## src/isaPkg.sv

```systemverilog
// Instruction-set opcodes, field positions and select codes, imported by the decode stage and its testbench
`default_nettype none

package isaPkg;

    localparam int WORD_W  = 16;              // Datapath and instruction width
    localparam int IMM5_W  = 5;               // I-format 1 immediate
    localparam int IMM8_W  = 8;               // I-format 2 immediate
    localparam int IMM11_W = 11;              // J-format displacement

    typedef logic [WORD_W-1:0] word_t;
    typedef logic [4:0]        opcode_t;      // Instruction bits 15 to 11
    typedef logic [2:0]        regIdx_t;      // Eight registers
    typedef logic [2:0]        immSel_t;      // {signExt, size} with size 00 for 5, 01 for 8, 10 for 11
    typedef logic [1:0]        destSel_t;

    // Field positions inside the instruction word
    localparam int OPC_MSB = 15;
    localparam int OPC_LSB = 11;
    localparam int RS_LSB  = 8;               // Bits 10 to 8
    localparam int RT_LSB  = 5;               // Bits 7 to 5
    localparam int RDR_LSB = 2;               // R-format destination in bits 4 to 2
    localparam int RDI_LSB = 5;               // I-format destination in bits 7 to 5

    localparam opcode_t OP_HALT = 5'b00000;
    localparam opcode_t OP_NOP  = 5'b00001;
    localparam opcode_t OP_SIIC = 5'b00010;
    localparam opcode_t OP_RTI  = 5'b00011;
    localparam opcode_t OP_J    = 5'b00100;
    localparam opcode_t OP_JR   = 5'b00101;
    localparam opcode_t OP_JAL  = 5'b00110;
    localparam opcode_t OP_JALR = 5'b00111;
    localparam opcode_t OP_ADDI = 5'b01000;   // Also the ALU op of memory and jump instructions
    localparam opcode_t OP_BEQZ = 5'b01100;
    localparam opcode_t OP_BNEZ = 5'b01101;
    localparam opcode_t OP_BLTZ = 5'b01110;
    localparam opcode_t OP_BGEZ = 5'b01111;
    localparam opcode_t OP_ST   = 5'b10000;
    localparam opcode_t OP_LD   = 5'b10001;
    localparam opcode_t OP_SLBI = 5'b10010;
    localparam opcode_t OP_STU  = 5'b10011;
    localparam opcode_t OP_LBI  = 5'b11000;

    localparam immSel_t IMM_ZEXT5  = 3'b000;
    localparam immSel_t IMM_ZEXT8  = 3'b001;
    localparam immSel_t IMM_ZEXT11 = 3'b010;
    localparam immSel_t IMM_SEXT5  = 3'b100;
    localparam immSel_t IMM_SEXT8  = 3'b101;
    localparam immSel_t IMM_SEXT11 = 3'b110;

    localparam destSel_t DEST_RS  = 2'b00;
    localparam destSel_t DEST_RDR = 2'b01;
    localparam destSel_t DEST_R7  = 2'b10;
    localparam destSel_t DEST_RDI = 2'b11;

    localparam logic [1:0] LINK_NONE = 2'b00;
    localparam logic [1:0] LINK_LBI  = 2'b01;   // LBI and SLBI
    localparam logic [1:0] LINK_PC   = 2'b10;   // Jumps write PC + 2 to R7
    localparam regIdx_t    REG_LINK  = 3'd7;    // Link register

endpackage

`default_nettype wire
```

## src/ctrlPkg.sv

```systemverilog
// Bundle types passed between fetch, the decode sub-blocks and execute
`default_nettype none

package ctrlPkg;

    // One item from fetch, 18 bits
    typedef struct packed {
        isaPkg::word_t instr;          // Raw instruction word
        logic          rsZero;         // Rs == 0
        logic          rsSign;         // Rs < 0
    } fetchItem_t;

    typedef struct packed {
        logic               regWrite;  // Write the register file
        isaPkg::destSel_t   destSel;   // Which field names the destination
        logic               pcSel;     // PC + 2 + imm taken
        logic               regJmp;    // Jump target from Rs + imm
        logic               memEnable; // Data memory access
        logic               memWr;     // Data memory write
        isaPkg::opcode_t    aluCtrl;   // ALU operation, opcode encoded
        logic               val2Reg;   // Write back memory data, not ALU result
        logic               aluSel;    // ALU B input is the immediate
        isaPkg::immSel_t    immSel;    // Extension kind and size
        logic               halt;
        logic [1:0]         linkReg;   // {link, LBI}
        logic               siic;
    } ctrlWord_t;

    // Everything the word offers for the bundler to pick from
    typedef struct packed {
        isaPkg::regIdx_t rs;
        isaPkg::regIdx_t rt;
        isaPkg::regIdx_t rdR;
        isaPkg::regIdx_t rdI;
        isaPkg::word_t   sExt5;
        isaPkg::word_t   zExt5;
        isaPkg::word_t   sExt8;
        isaPkg::word_t   zExt8;
        isaPkg::word_t   sExt11;
        isaPkg::word_t   zExt11;
    } operandFields_t;

    typedef struct packed {
        logic            regWrite;
        logic            pcSel;
        logic            regJmp;
        logic            memEnable;
        logic            memWr;
        isaPkg::opcode_t aluCtrl;
        logic            val2Reg;
        logic            aluSel;
        logic            halt;
        logic [1:0]      linkReg;
        logic            siic;
        isaPkg::regIdx_t destReg;      // Final write register
        isaPkg::regIdx_t srcA;         // Rs
        isaPkg::regIdx_t srcB;         // Rt
        isaPkg::word_t   imm;          // Selected extended immediate
    } decodedInstr_t;

endpackage

`default_nettype wire

```

## src/decodeStage.sv

```systemverilog
// Decode stage top level joining the input slot, the parallel decoder and extractor, the bundler and the output slot
`timescale 1ns/10ps
`default_nettype none

module decodeStage (
    input  logic                   clk,
    input  logic                   rstN,
    input  logic                   inReq,      // From fetch
    input  ctrlPkg::fetchItem_t    inItem,
    output logic                   inAck,
    output logic                   outReq,     // Toward execute
    output ctrlPkg::decodedInstr_t outBundle,
    input  logic                   outAck,
    output logic                   halted
);
    import isaPkg::*;
    import ctrlPkg::*;

    fetchItem_t     heldItem;                  // Item held by the input slot
    logic           midReq;                    // Input slot full
    logic           midAck;                    // Output slot upstream ack
    logic           inReqGated;
    logic           commit;
    ctrlWord_t      ctrl;
    operandFields_t fields;
    decodedInstr_t  bundle;

    assign inReqGated = inReq & ~halted;       // No intake after a halt
    // Same condition the output slot uses to capture
    assign commit = midReq & ~midAck & ~outReq & ~outAck;

    handshakeSlot #(.payload_t(fetchItem_t)) inSlot (
        .clk(clk), .rstN(rstN),
        .upReq(inReqGated), .upData(inItem), .upAck(inAck),
        .downReq(midReq), .downData(heldItem), .downAck(midAck)
    );

    controlDecoder decoder (
        .opcode(heldItem.instr[OPC_MSB:OPC_LSB]),
        .rsZero(heldItem.rsZero), .rsSign(heldItem.rsSign), .ctrl(ctrl)
    );

    operandExtractor extractor (.instr(heldItem.instr), .fields(fields));

    decodeBundler bundler (
        .clk(clk), .rstN(rstN), .ctrl(ctrl), .fields(fields),
        .commit(commit), .bundle(bundle), .halted(halted)
    );

    handshakeSlot #(.payload_t(decodedInstr_t)) outSlot (
        .clk(clk), .rstN(rstN),
        .upReq(midReq), .upData(bundle), .upAck(midAck),
        .downReq(outReq), .downData(outBundle), .downAck(outAck)
    );

endmodule

`default_nettype wire

```

## src/decodeBundler.sv

```systemverilog
// Merges control word and operand fields into the execute bundle, and keeps the halted state
`timescale 1ns/10ps
`default_nettype none

module decodeBundler (
    input  logic                    clk,
    input  logic                    rstN,
    input  ctrlPkg::ctrlWord_t      ctrl,
    input  ctrlPkg::operandFields_t fields,
    input  logic                    commit,   // Output slot captures at this edge
    output ctrlPkg::decodedInstr_t  bundle,
    output logic                    halted    // Sticky until reset
);
    import isaPkg::*;

    always_comb begin
        bundle.regWrite  = ctrl.regWrite;     // Control passes straight on
        bundle.pcSel     = ctrl.pcSel;
        bundle.regJmp    = ctrl.regJmp;
        bundle.memEnable = ctrl.memEnable;
        bundle.memWr     = ctrl.memWr;
        bundle.aluCtrl   = ctrl.aluCtrl;
        bundle.val2Reg   = ctrl.val2Reg;
        bundle.aluSel    = ctrl.aluSel;
        bundle.halt      = ctrl.halt;
        bundle.linkReg   = ctrl.linkReg;
        bundle.siic      = ctrl.siic;
        bundle.srcA      = fields.rs;
        bundle.srcB      = fields.rt;

        case (ctrl.destSel)
            DEST_RS:  bundle.destReg = fields.rs;
            DEST_RDR: bundle.destReg = fields.rdR;
            DEST_R7:  bundle.destReg = REG_LINK;
            DEST_RDI: bundle.destReg = fields.rdI;
        endcase

        case (ctrl.immSel)
            IMM_ZEXT5:  bundle.imm = fields.zExt5;
            IMM_ZEXT8:  bundle.imm = fields.zExt8;
            IMM_ZEXT11: bundle.imm = fields.zExt11;
            IMM_SEXT8:  bundle.imm = fields.sExt8;
            IMM_SEXT11: bundle.imm = fields.sExt11;
            default:    bundle.imm = fields.sExt5;  // IMM_SEXT5 and spare codes
        endcase
    end

    // Set once a halt bundle is handed to the output slot
    always_ff @(posedge clk or negedge rstN) begin
        if (!rstN) begin
            halted <= 1'b0;
        end else if (commit && ctrl.halt) begin
            halted <= 1'b1;
        end
    end

endmodule

`default_nettype wire

```

## src/operandExtractor.sv

```systemverilog
// Slices register indices and forms every extended immediate candidate of an instruction
`timescale 1ns/10ps
`default_nettype none

module operandExtractor (
    input  isaPkg::word_t           instr,      // Instruction word from the input slot
    output ctrlPkg::operandFields_t fields
);
    import isaPkg::*;

    localparam int PAD5  = WORD_W - IMM5_W;      // Fill widths for extension
    localparam int PAD8  = WORD_W - IMM8_W;
    localparam int PAD11 = WORD_W - IMM11_W;

    logic [IMM5_W-1:0]  imm5;
    logic [IMM8_W-1:0]  imm8;
    logic [IMM11_W-1:0] imm11;

    assign imm5  = instr[IMM5_W-1:0];            // Low bits of each format
    assign imm8  = instr[IMM8_W-1:0];
    assign imm11 = instr[IMM11_W-1:0];

    // Register fields whose meaning depends on the format
    assign fields.rs  = instr[RS_LSB  +: 3];
    assign fields.rt  = instr[RT_LSB  +: 3];
    assign fields.rdR = instr[RDR_LSB +: 3];
    assign fields.rdI = instr[RDI_LSB +: 3];     // Same bits as rt

    // Immediate candidates
    assign fields.sExt5  = {{PAD5{imm5[IMM5_W-1]}}, imm5};
    assign fields.zExt5  = {{PAD5{1'b0}}, imm5};
    assign fields.sExt8  = {{PAD8{imm8[IMM8_W-1]}}, imm8};
    assign fields.zExt8  = {{PAD8{1'b0}}, imm8};
    assign fields.sExt11 = {{PAD11{imm11[IMM11_W-1]}}, imm11};
    assign fields.zExt11 = {{PAD11{1'b0}}, imm11};

endmodule

`default_nettype wire

```

## src/controlDecoder.sv

```systemverilog
// Opcode and Rs-flag table producing the control word of the decode stage
`timescale 1ns/10ps
`default_nettype none

module controlDecoder (
    input  isaPkg::opcode_t    opcode,          // Instruction bits 15 to 11
    input  logic               rsZero,          // Rs flag from fetch
    input  logic               rsSign,          // Rs flag from fetch
    output ctrlPkg::ctrlWord_t ctrl
);
    import isaPkg::*;

    always_comb begin
        // Defaults for every field, overridden per opcode below
        ctrl         = '0;                      // No writes, no memory, no jump
        ctrl.destSel = DEST_RDI;
        ctrl.aluSel  = 1'b1;                    // Immediate into the ALU
        ctrl.aluCtrl = opcode;                  // Most ops pass the opcode through
        ctrl.immSel  = IMM_SEXT5;
        ctrl.linkReg = LINK_NONE;

        casez (opcode)
            5'b000??: begin                     // HALT, NOP, SIIC, RTI
                ctrl.halt = (opcode == OP_HALT);  // Stops intake once committed
                ctrl.siic = (opcode == OP_SIIC);
                if (opcode == OP_RTI) begin
                    ctrl.aluCtrl = OP_NOP;      // RTI behaves as NOP here
                end
            end

            5'b010??, 5'b101??: begin           // I-format 1 ALU ops
                ctrl.regWrite = 1'b1;
                if (opcode[1]) begin
                    ctrl.immSel = IMM_ZEXT5;    // Logic ops zero extend
                end else begin
                    ctrl.immSel = IMM_SEXT5;    // Arithmetic sign extends
                end
            end

            5'b1000?: begin                     // ST and LD
                ctrl.memEnable = 1'b1;
                ctrl.aluCtrl   = OP_ADDI;       // Address = Rs + imm
                if (opcode == OP_LD) begin
                    ctrl.val2Reg  = 1'b1;       // Memory data to Rd
                    ctrl.regWrite = 1'b1;
                end else begin
                    ctrl.memWr    = 1'b1;       // Rd to memory
                end
            end

            OP_STU: begin                       // Store, then Rs updated with address
                ctrl.destSel   = DEST_RS;
                ctrl.aluCtrl   = OP_ADDI;
                ctrl.regWrite  = 1'b1;
                ctrl.memWr     = 1'b1;
                ctrl.memEnable = 1'b1;
            end

            5'b11001, 5'b1101?, 5'b111??: begin // R-format codes apart from LBI at 11000
                ctrl.aluSel   = 1'b0;           // Rt into the ALU
                ctrl.destSel  = DEST_RDR;
                ctrl.immSel   = IMM_ZEXT5;      // Unused by R-format
                ctrl.regWrite = 1'b1;
            end

            5'b011??: begin                     // Conditional branches on Rs
                ctrl.aluSel  = 1'b0;
                ctrl.destSel = DEST_RS;         // Nothing written
                ctrl.immSel  = IMM_SEXT8;
                case (opcode)
                    OP_BEQZ: ctrl.pcSel = rsZero;
                    OP_BNEZ: ctrl.pcSel = ~rsZero;
                    OP_BLTZ: ctrl.pcSel = rsSign;
                    OP_BGEZ: ctrl.pcSel = ~rsSign;
                    default: ctrl.pcSel = 1'b0; // Not reached inside 011??
                endcase
            end

            OP_LBI, OP_SLBI: begin              // Load byte immediate into Rs
                ctrl.destSel  = DEST_RS;
                ctrl.regWrite = 1'b1;
                ctrl.linkReg  = LINK_LBI;
                if (opcode == OP_LBI) begin
                    ctrl.immSel = IMM_SEXT8;
                end else begin
                    ctrl.immSel = IMM_ZEXT8;    // SLBI ORs into Rs << 8
                end
            end

            5'b001??: begin                     // J, JR, JAL, JALR
                ctrl.pcSel    = 1'b1;
                ctrl.linkReg  = LINK_PC;
                ctrl.destSel  = DEST_R7;
                ctrl.aluCtrl  = OP_ADDI;
                ctrl.regJmp   = opcode[0];      // JR and JALR use Rs
                ctrl.regWrite = opcode[1];      // JAL and JALR link
                if (opcode[0]) begin
                    ctrl.immSel = IMM_SEXT8;
                end else begin
                    ctrl.immSel = IMM_SEXT11;   // J-format displacement
                end
            end

            default: begin
                ctrl.aluCtrl = opcode;          // All 32 codes matched above
            end
        endcase
    end

endmodule

`default_nettype wire

```

## src/handshakeSlot.sv

```systemverilog
// One-entry register with four-phase req/ack on both sides and a payload type set by parameter
`timescale 1ns/10ps
`default_nettype none

module handshakeSlot #(
    parameter type payload_t = logic
) (
    input  logic     clk,
    input  logic     rstN,
    input  logic     upReq,       // Sender has stable data
    input  payload_t upData,
    output logic     upAck,       // High from capture until upReq drops
    output logic     downReq,     // High while full
    output payload_t downData,
    input  logic     downAck
);
    // State is held in the two handshake flags
    // upAck high means waiting for the sender to drop upReq
    // downReq high means full and waiting for the receiver's ack
    // Neither flag with downAck high means waiting for the receiver to drop ack
    // Neither flag with downAck low means empty
    logic     empty;
    logic     capture;
    payload_t heldData;

    assign empty   = !downReq && !downAck;        // Receiver finished its phase
    assign capture = empty && upReq && !upAck;    // Sender's phase also complete

    always_ff @(posedge clk or negedge rstN) begin
        if (!rstN) begin
            upAck   <= 1'b0;
            downReq <= 1'b0;
        end else if (capture) begin
            upAck   <= 1'b1;                      // Both sides open at the same edge
            downReq <= 1'b1;
        end else begin
            if (upAck && !upReq) begin
                upAck <= 1'b0;                    // Upstream return to zero
            end
            if (downReq && downAck) begin
                downReq <= 1'b0;                  // Receiver took it
            end
        end
    end

    // Payload register held stable for the whole full period
    always_ff @(posedge clk) begin
        if (capture) begin
            heldData <= upData;
        end
    end

    assign downData = heldData;

endmodule

`default_nettype wire

```

## config.mk

```make
export PLATFORM = sky130hd
export DESIGN_NAME = decodeStage
export DESIGN_NICKNAME = d
export VERILOG_FILES = /design/src/isaPkg.sv /design/src/ctrlPkg.sv /design/src/decodeStage.sv /design/src/decodeBundler.sv /design/src/operandExtractor.sv /design/src/controlDecoder.sv /design/src/handshakeSlot.sv
export SDC_FILE = /design/constraint.sdc
export NUM_CORES = 1
export LEC_CHECK = 0
export ABC_CLOCK_PERIOD_IN_PS = 4400
export BUFFER_PORTS_ARGS = -buffer_cell sky130_fd_sc_hd__buf_2
export CAP_MARGIN = 15
export CORE_ASPECT_RATIO = 0.6
export CORE_MARGIN = 3
export CORE_UTILIZATION = 44
export CTS_BUF_LIST = sky130_fd_sc_hd__clkbuf_16
export DETAILED_ROUTE_END_ITERATION = 16
export PLACE_DENSITY = 0.78
export SETUP_SLACK_MARGIN = 0.05
export SLEW_MARGIN = 20
export SYNTH_ARGS = -nofsm -noshare
export SYNTH_HDL_FRONTEND = slang
export SYNTH_SLANG_ARGS = --single-unit
```

## constraint.sdc

```tcl
create_clock -name clk -period 4.4 [get_ports clk]
set_input_delay 0.66 -clock clk [delete_from_list [all_inputs] [get_ports clk]]
set_output_delay 0.66 -clock clk [all_outputs]
set_load 0.01 [all_outputs]
```

==> results.ini <==
[timing]
max_freq_mhz=413.4
setup_viol=0
worst_pin_slew_ps=627.9
setup_tns_ps=0
grt_setup_unrepaired=false
finalCritPeriodShare_pct=54.97
clock_skew_ps=5.904
slew_viol_final=0
max-slew-margin-rel_pct=58.14
min_period_ps=2419
hold_violations=0

[logic_synthesis]
synth_async_sr_flop_share_pct=8.333
synth_top_area_share_pct=68.11
syn-instance-count=161
syn-num-nets=186
synth_seq_cells=60
synth.area.top_cells=edfxtp_1 68%, dfrtp_1 5.2%, mux2i_1 3.3%, nor2_1 1.9%, buf_4 1.5%
synth_ff_type=edfxtp_1
synth.avg_cell_area_um2=15.06
ys_types=35
syn-cell-area_um2=2425
synth.largest_area_cell=edfxtp_1
synth_edf_count=55
synth.yosys.warnings=0
seq_area_frac_synth_pct=73.27

[global_routing]
grt_max_degree=39
grt_overflow_total=0
grt_pass1_vias=1418
grt_antenna_before_repair=0
grt_first_pass_wirelength_um=7307
grt_usage_pct=15.35

[power]
p_clk_share_pct=35.7
cellLeakagePower_nw=1.267
p_int_mw=1.443
p_sw_share_pct=27.41
p_sw_uw=544.8
p_seq_share_pct=44.6
powerDensity_nw_per_um2=639.5
combPwrFrac_pct=19.7
ir_drop_v=0.0003279

[clocking]
cts_tree=built
cts_hold_buffers=0
cts_setup_buffers=0
cts_made_buffers=9
cts_resized=0
clkSinkCount=60
htree_levels=3
clk_latency_ps=320
clk_pin_slew_ps=50
root_buffer=clkbuf_16
clk_path_buf_depth=2

[setup_path]
r2r-end=outSlot.downData[9]$_DFFE_PP_
crit_type=reg -> reg
crit_arrival_ps=2530
worstPathRequired_ps=4520
path_buf_inv=0
cp_top_family=simple AND/OR/NAND/NOR gates
cp_slowest_stage_delay_ps=650
worstPathMaxFanout=20
start_kind=flip-flop
crit_path_top_delay_cell=edfxtp_1
worst_r2r_path_depth=6
r2r-start=inSlot.downData[16]$_DFFE_PP_
cp_cell_sequence=xnor2_1, or3_1, o21ai_1, ha_1, or3_1, o311ai_1
regToRegSetupSlack_ps=1980
worstSetupEndpoint=outSlot.downData[9]$_DFFE_PP_
end_kind=flip-flop
critical_path_depth=6
cp-startpoint=inSlot.downData[16]$_DFFE_PP_
crit_top_cell=or3_1

[final_layout]
fill_cells=415
syn2layout_area_growth_pct=28.17
diodes=0
post-route-util_pct=60.00
layout-drive-gt1-share_pct=36.32
nets=254
regArea_um2=1777
multiInputGateArea_um2=571.8
final_common_cell=buf_2
mostFrequentLayoutCells=65 x buf_2, 55 x edfxtp_1, 12 x nor2_1
stdcell_count=300

[placement]
place_congestion=0.8558
hpwl_um=3208
io_buffers=65
dp_cells=284

[routing]
dr.pass1.iters=4
totalWireLength_um=4555
drt_iter0_drc=44
wl_per_cell_um=15.18
avgViaCountPerCell=5.067
drc_errors=0
vias=1520
postRouteAntennaNets=0

[floorplanning]
start_util_pct=46.81
die-area_um2=6467
coreArea_um2=5180
dieWidth_um=101.8
ios=66
num_rows=20
die_y_um=63.51

[worst_hold_path]
hp-class=in -> async

[flow_run]
maxCapViolCount=0

[outcome]
status=finished, final reports clean

-- cell families (layout without fill, tap and decap cells) --
kind of cell               count (synthesis)  count (layout)  share of synthesized area, %
and+or+nand+nor                           40              40                         8.927
muxes                                      8               8                         3.303
adders and majority gates                  3               3                         1.548
DFF                                       60              60                         73.27
AOI/OAI and AO/OA                         30              30                         8.618
xor gates and xnor gates                   2               2                        0.7225
buffers and inverters                     18              91                         3.612
-- sequential cells by signal, summed over array words and instances (netlist names) --
signal            flops
bundler.halted        1
inSlot.downData      18
inSlot.downReq        1
inSlot.upAck          1
outSlot.downData     37
outSlot.downReq       1
outSlot.upAck         1
-- cell usage after synthesis, types with 4 or more instances --
| library cell | instances |
|---|---|
| mux2i_1 | 8 |
| nor2_1 | 12 |
| edfxtp_1 | 55 |
| or3_1 | 4 |
| inv_1 | 8 |
| clkbuf_1 | 4 |
| a21oi_1 | 6 |
| buf_4 | 5 |
| o21ai_0 | 7 |
| nand2b_1 | 6 |
| nor2b_1 | 5 |
| dfrtp_1 | 5 |
-- power groups by stage --
stage / Combinational, mW / Sequential [mW] / Clock, mW
final: 0.391 / 0.886 / 0.710
after global placement: 0.382 / 0.891 / 0
after global routing: 0.439 / 0.904 / 0.752
after CTS: 0.398 / 0.887 / 0.720
after floorplan: 0.239 / 0.904 / 0
after detailed placement: 0.397 / 0.895 / 0
-- layer usage --
| metal | track usage [%] | wire, µm |
|---|---|---|
| met5 | 0 | 0 |
| met4 | 5.401 | 48 |
| met3 | 6.969 | 487 |
| met2 | 20.60 | 1822 |
| met1 | 21.85 | 2196 |
-- metrics by stage --
stage | hold WS, ps | worst slack (ps) | area, µm² | power [mW]
2_1_floorplan | 364.4 | 633.1 | 2425 | 1.143
3_3_place_gp | 400.0 | 2127 | 2801 | 1.274
3_5_place_dp | 405.7 | 2002 | 2801 | 1.292
4_1_cts | 137.8 | 1988 | 3108 | 2.004
5_1_grt | 140.4 | 1801 | 3108 | 2.095
6_report | 145.9 | 1981 | 3108 | 1.987
-- final cells by class --
class,instances,area share (%)
flip-flops and latches,60,57.17
multi-input cells,83,18.40
repair buffers,67,10.95
clock buffers,9,7.246
well taps,66,2.657
clock inverters,7,2.617
inverters,8,0.9662
-- how the worst min path moves through the flow --
| stage | endpoint | cells after the start |
|---|---|---|
| 6_report | inSlot.upAck$_DFFE_PN0P_ | 1 |
| 2_1_floorplan | bundler.halted$_DFFE_PN0P_ | 0 |
| 5_1_grt | outSlot.downReq$_DFFE_PN0P_ | 1 |
| 3_5_place_dp | outSlot.downData[1]$_DFFE_PP_ | 0 |
| 4_1_cts | inSlot.upAck$_DFFE_PN0P_ | 1 |
| 3_3_place_gp | outSlot.downData[1]$_DFFE_PP_ | 0 |
No activity file was read; power rests on OpenSTA's default activity.
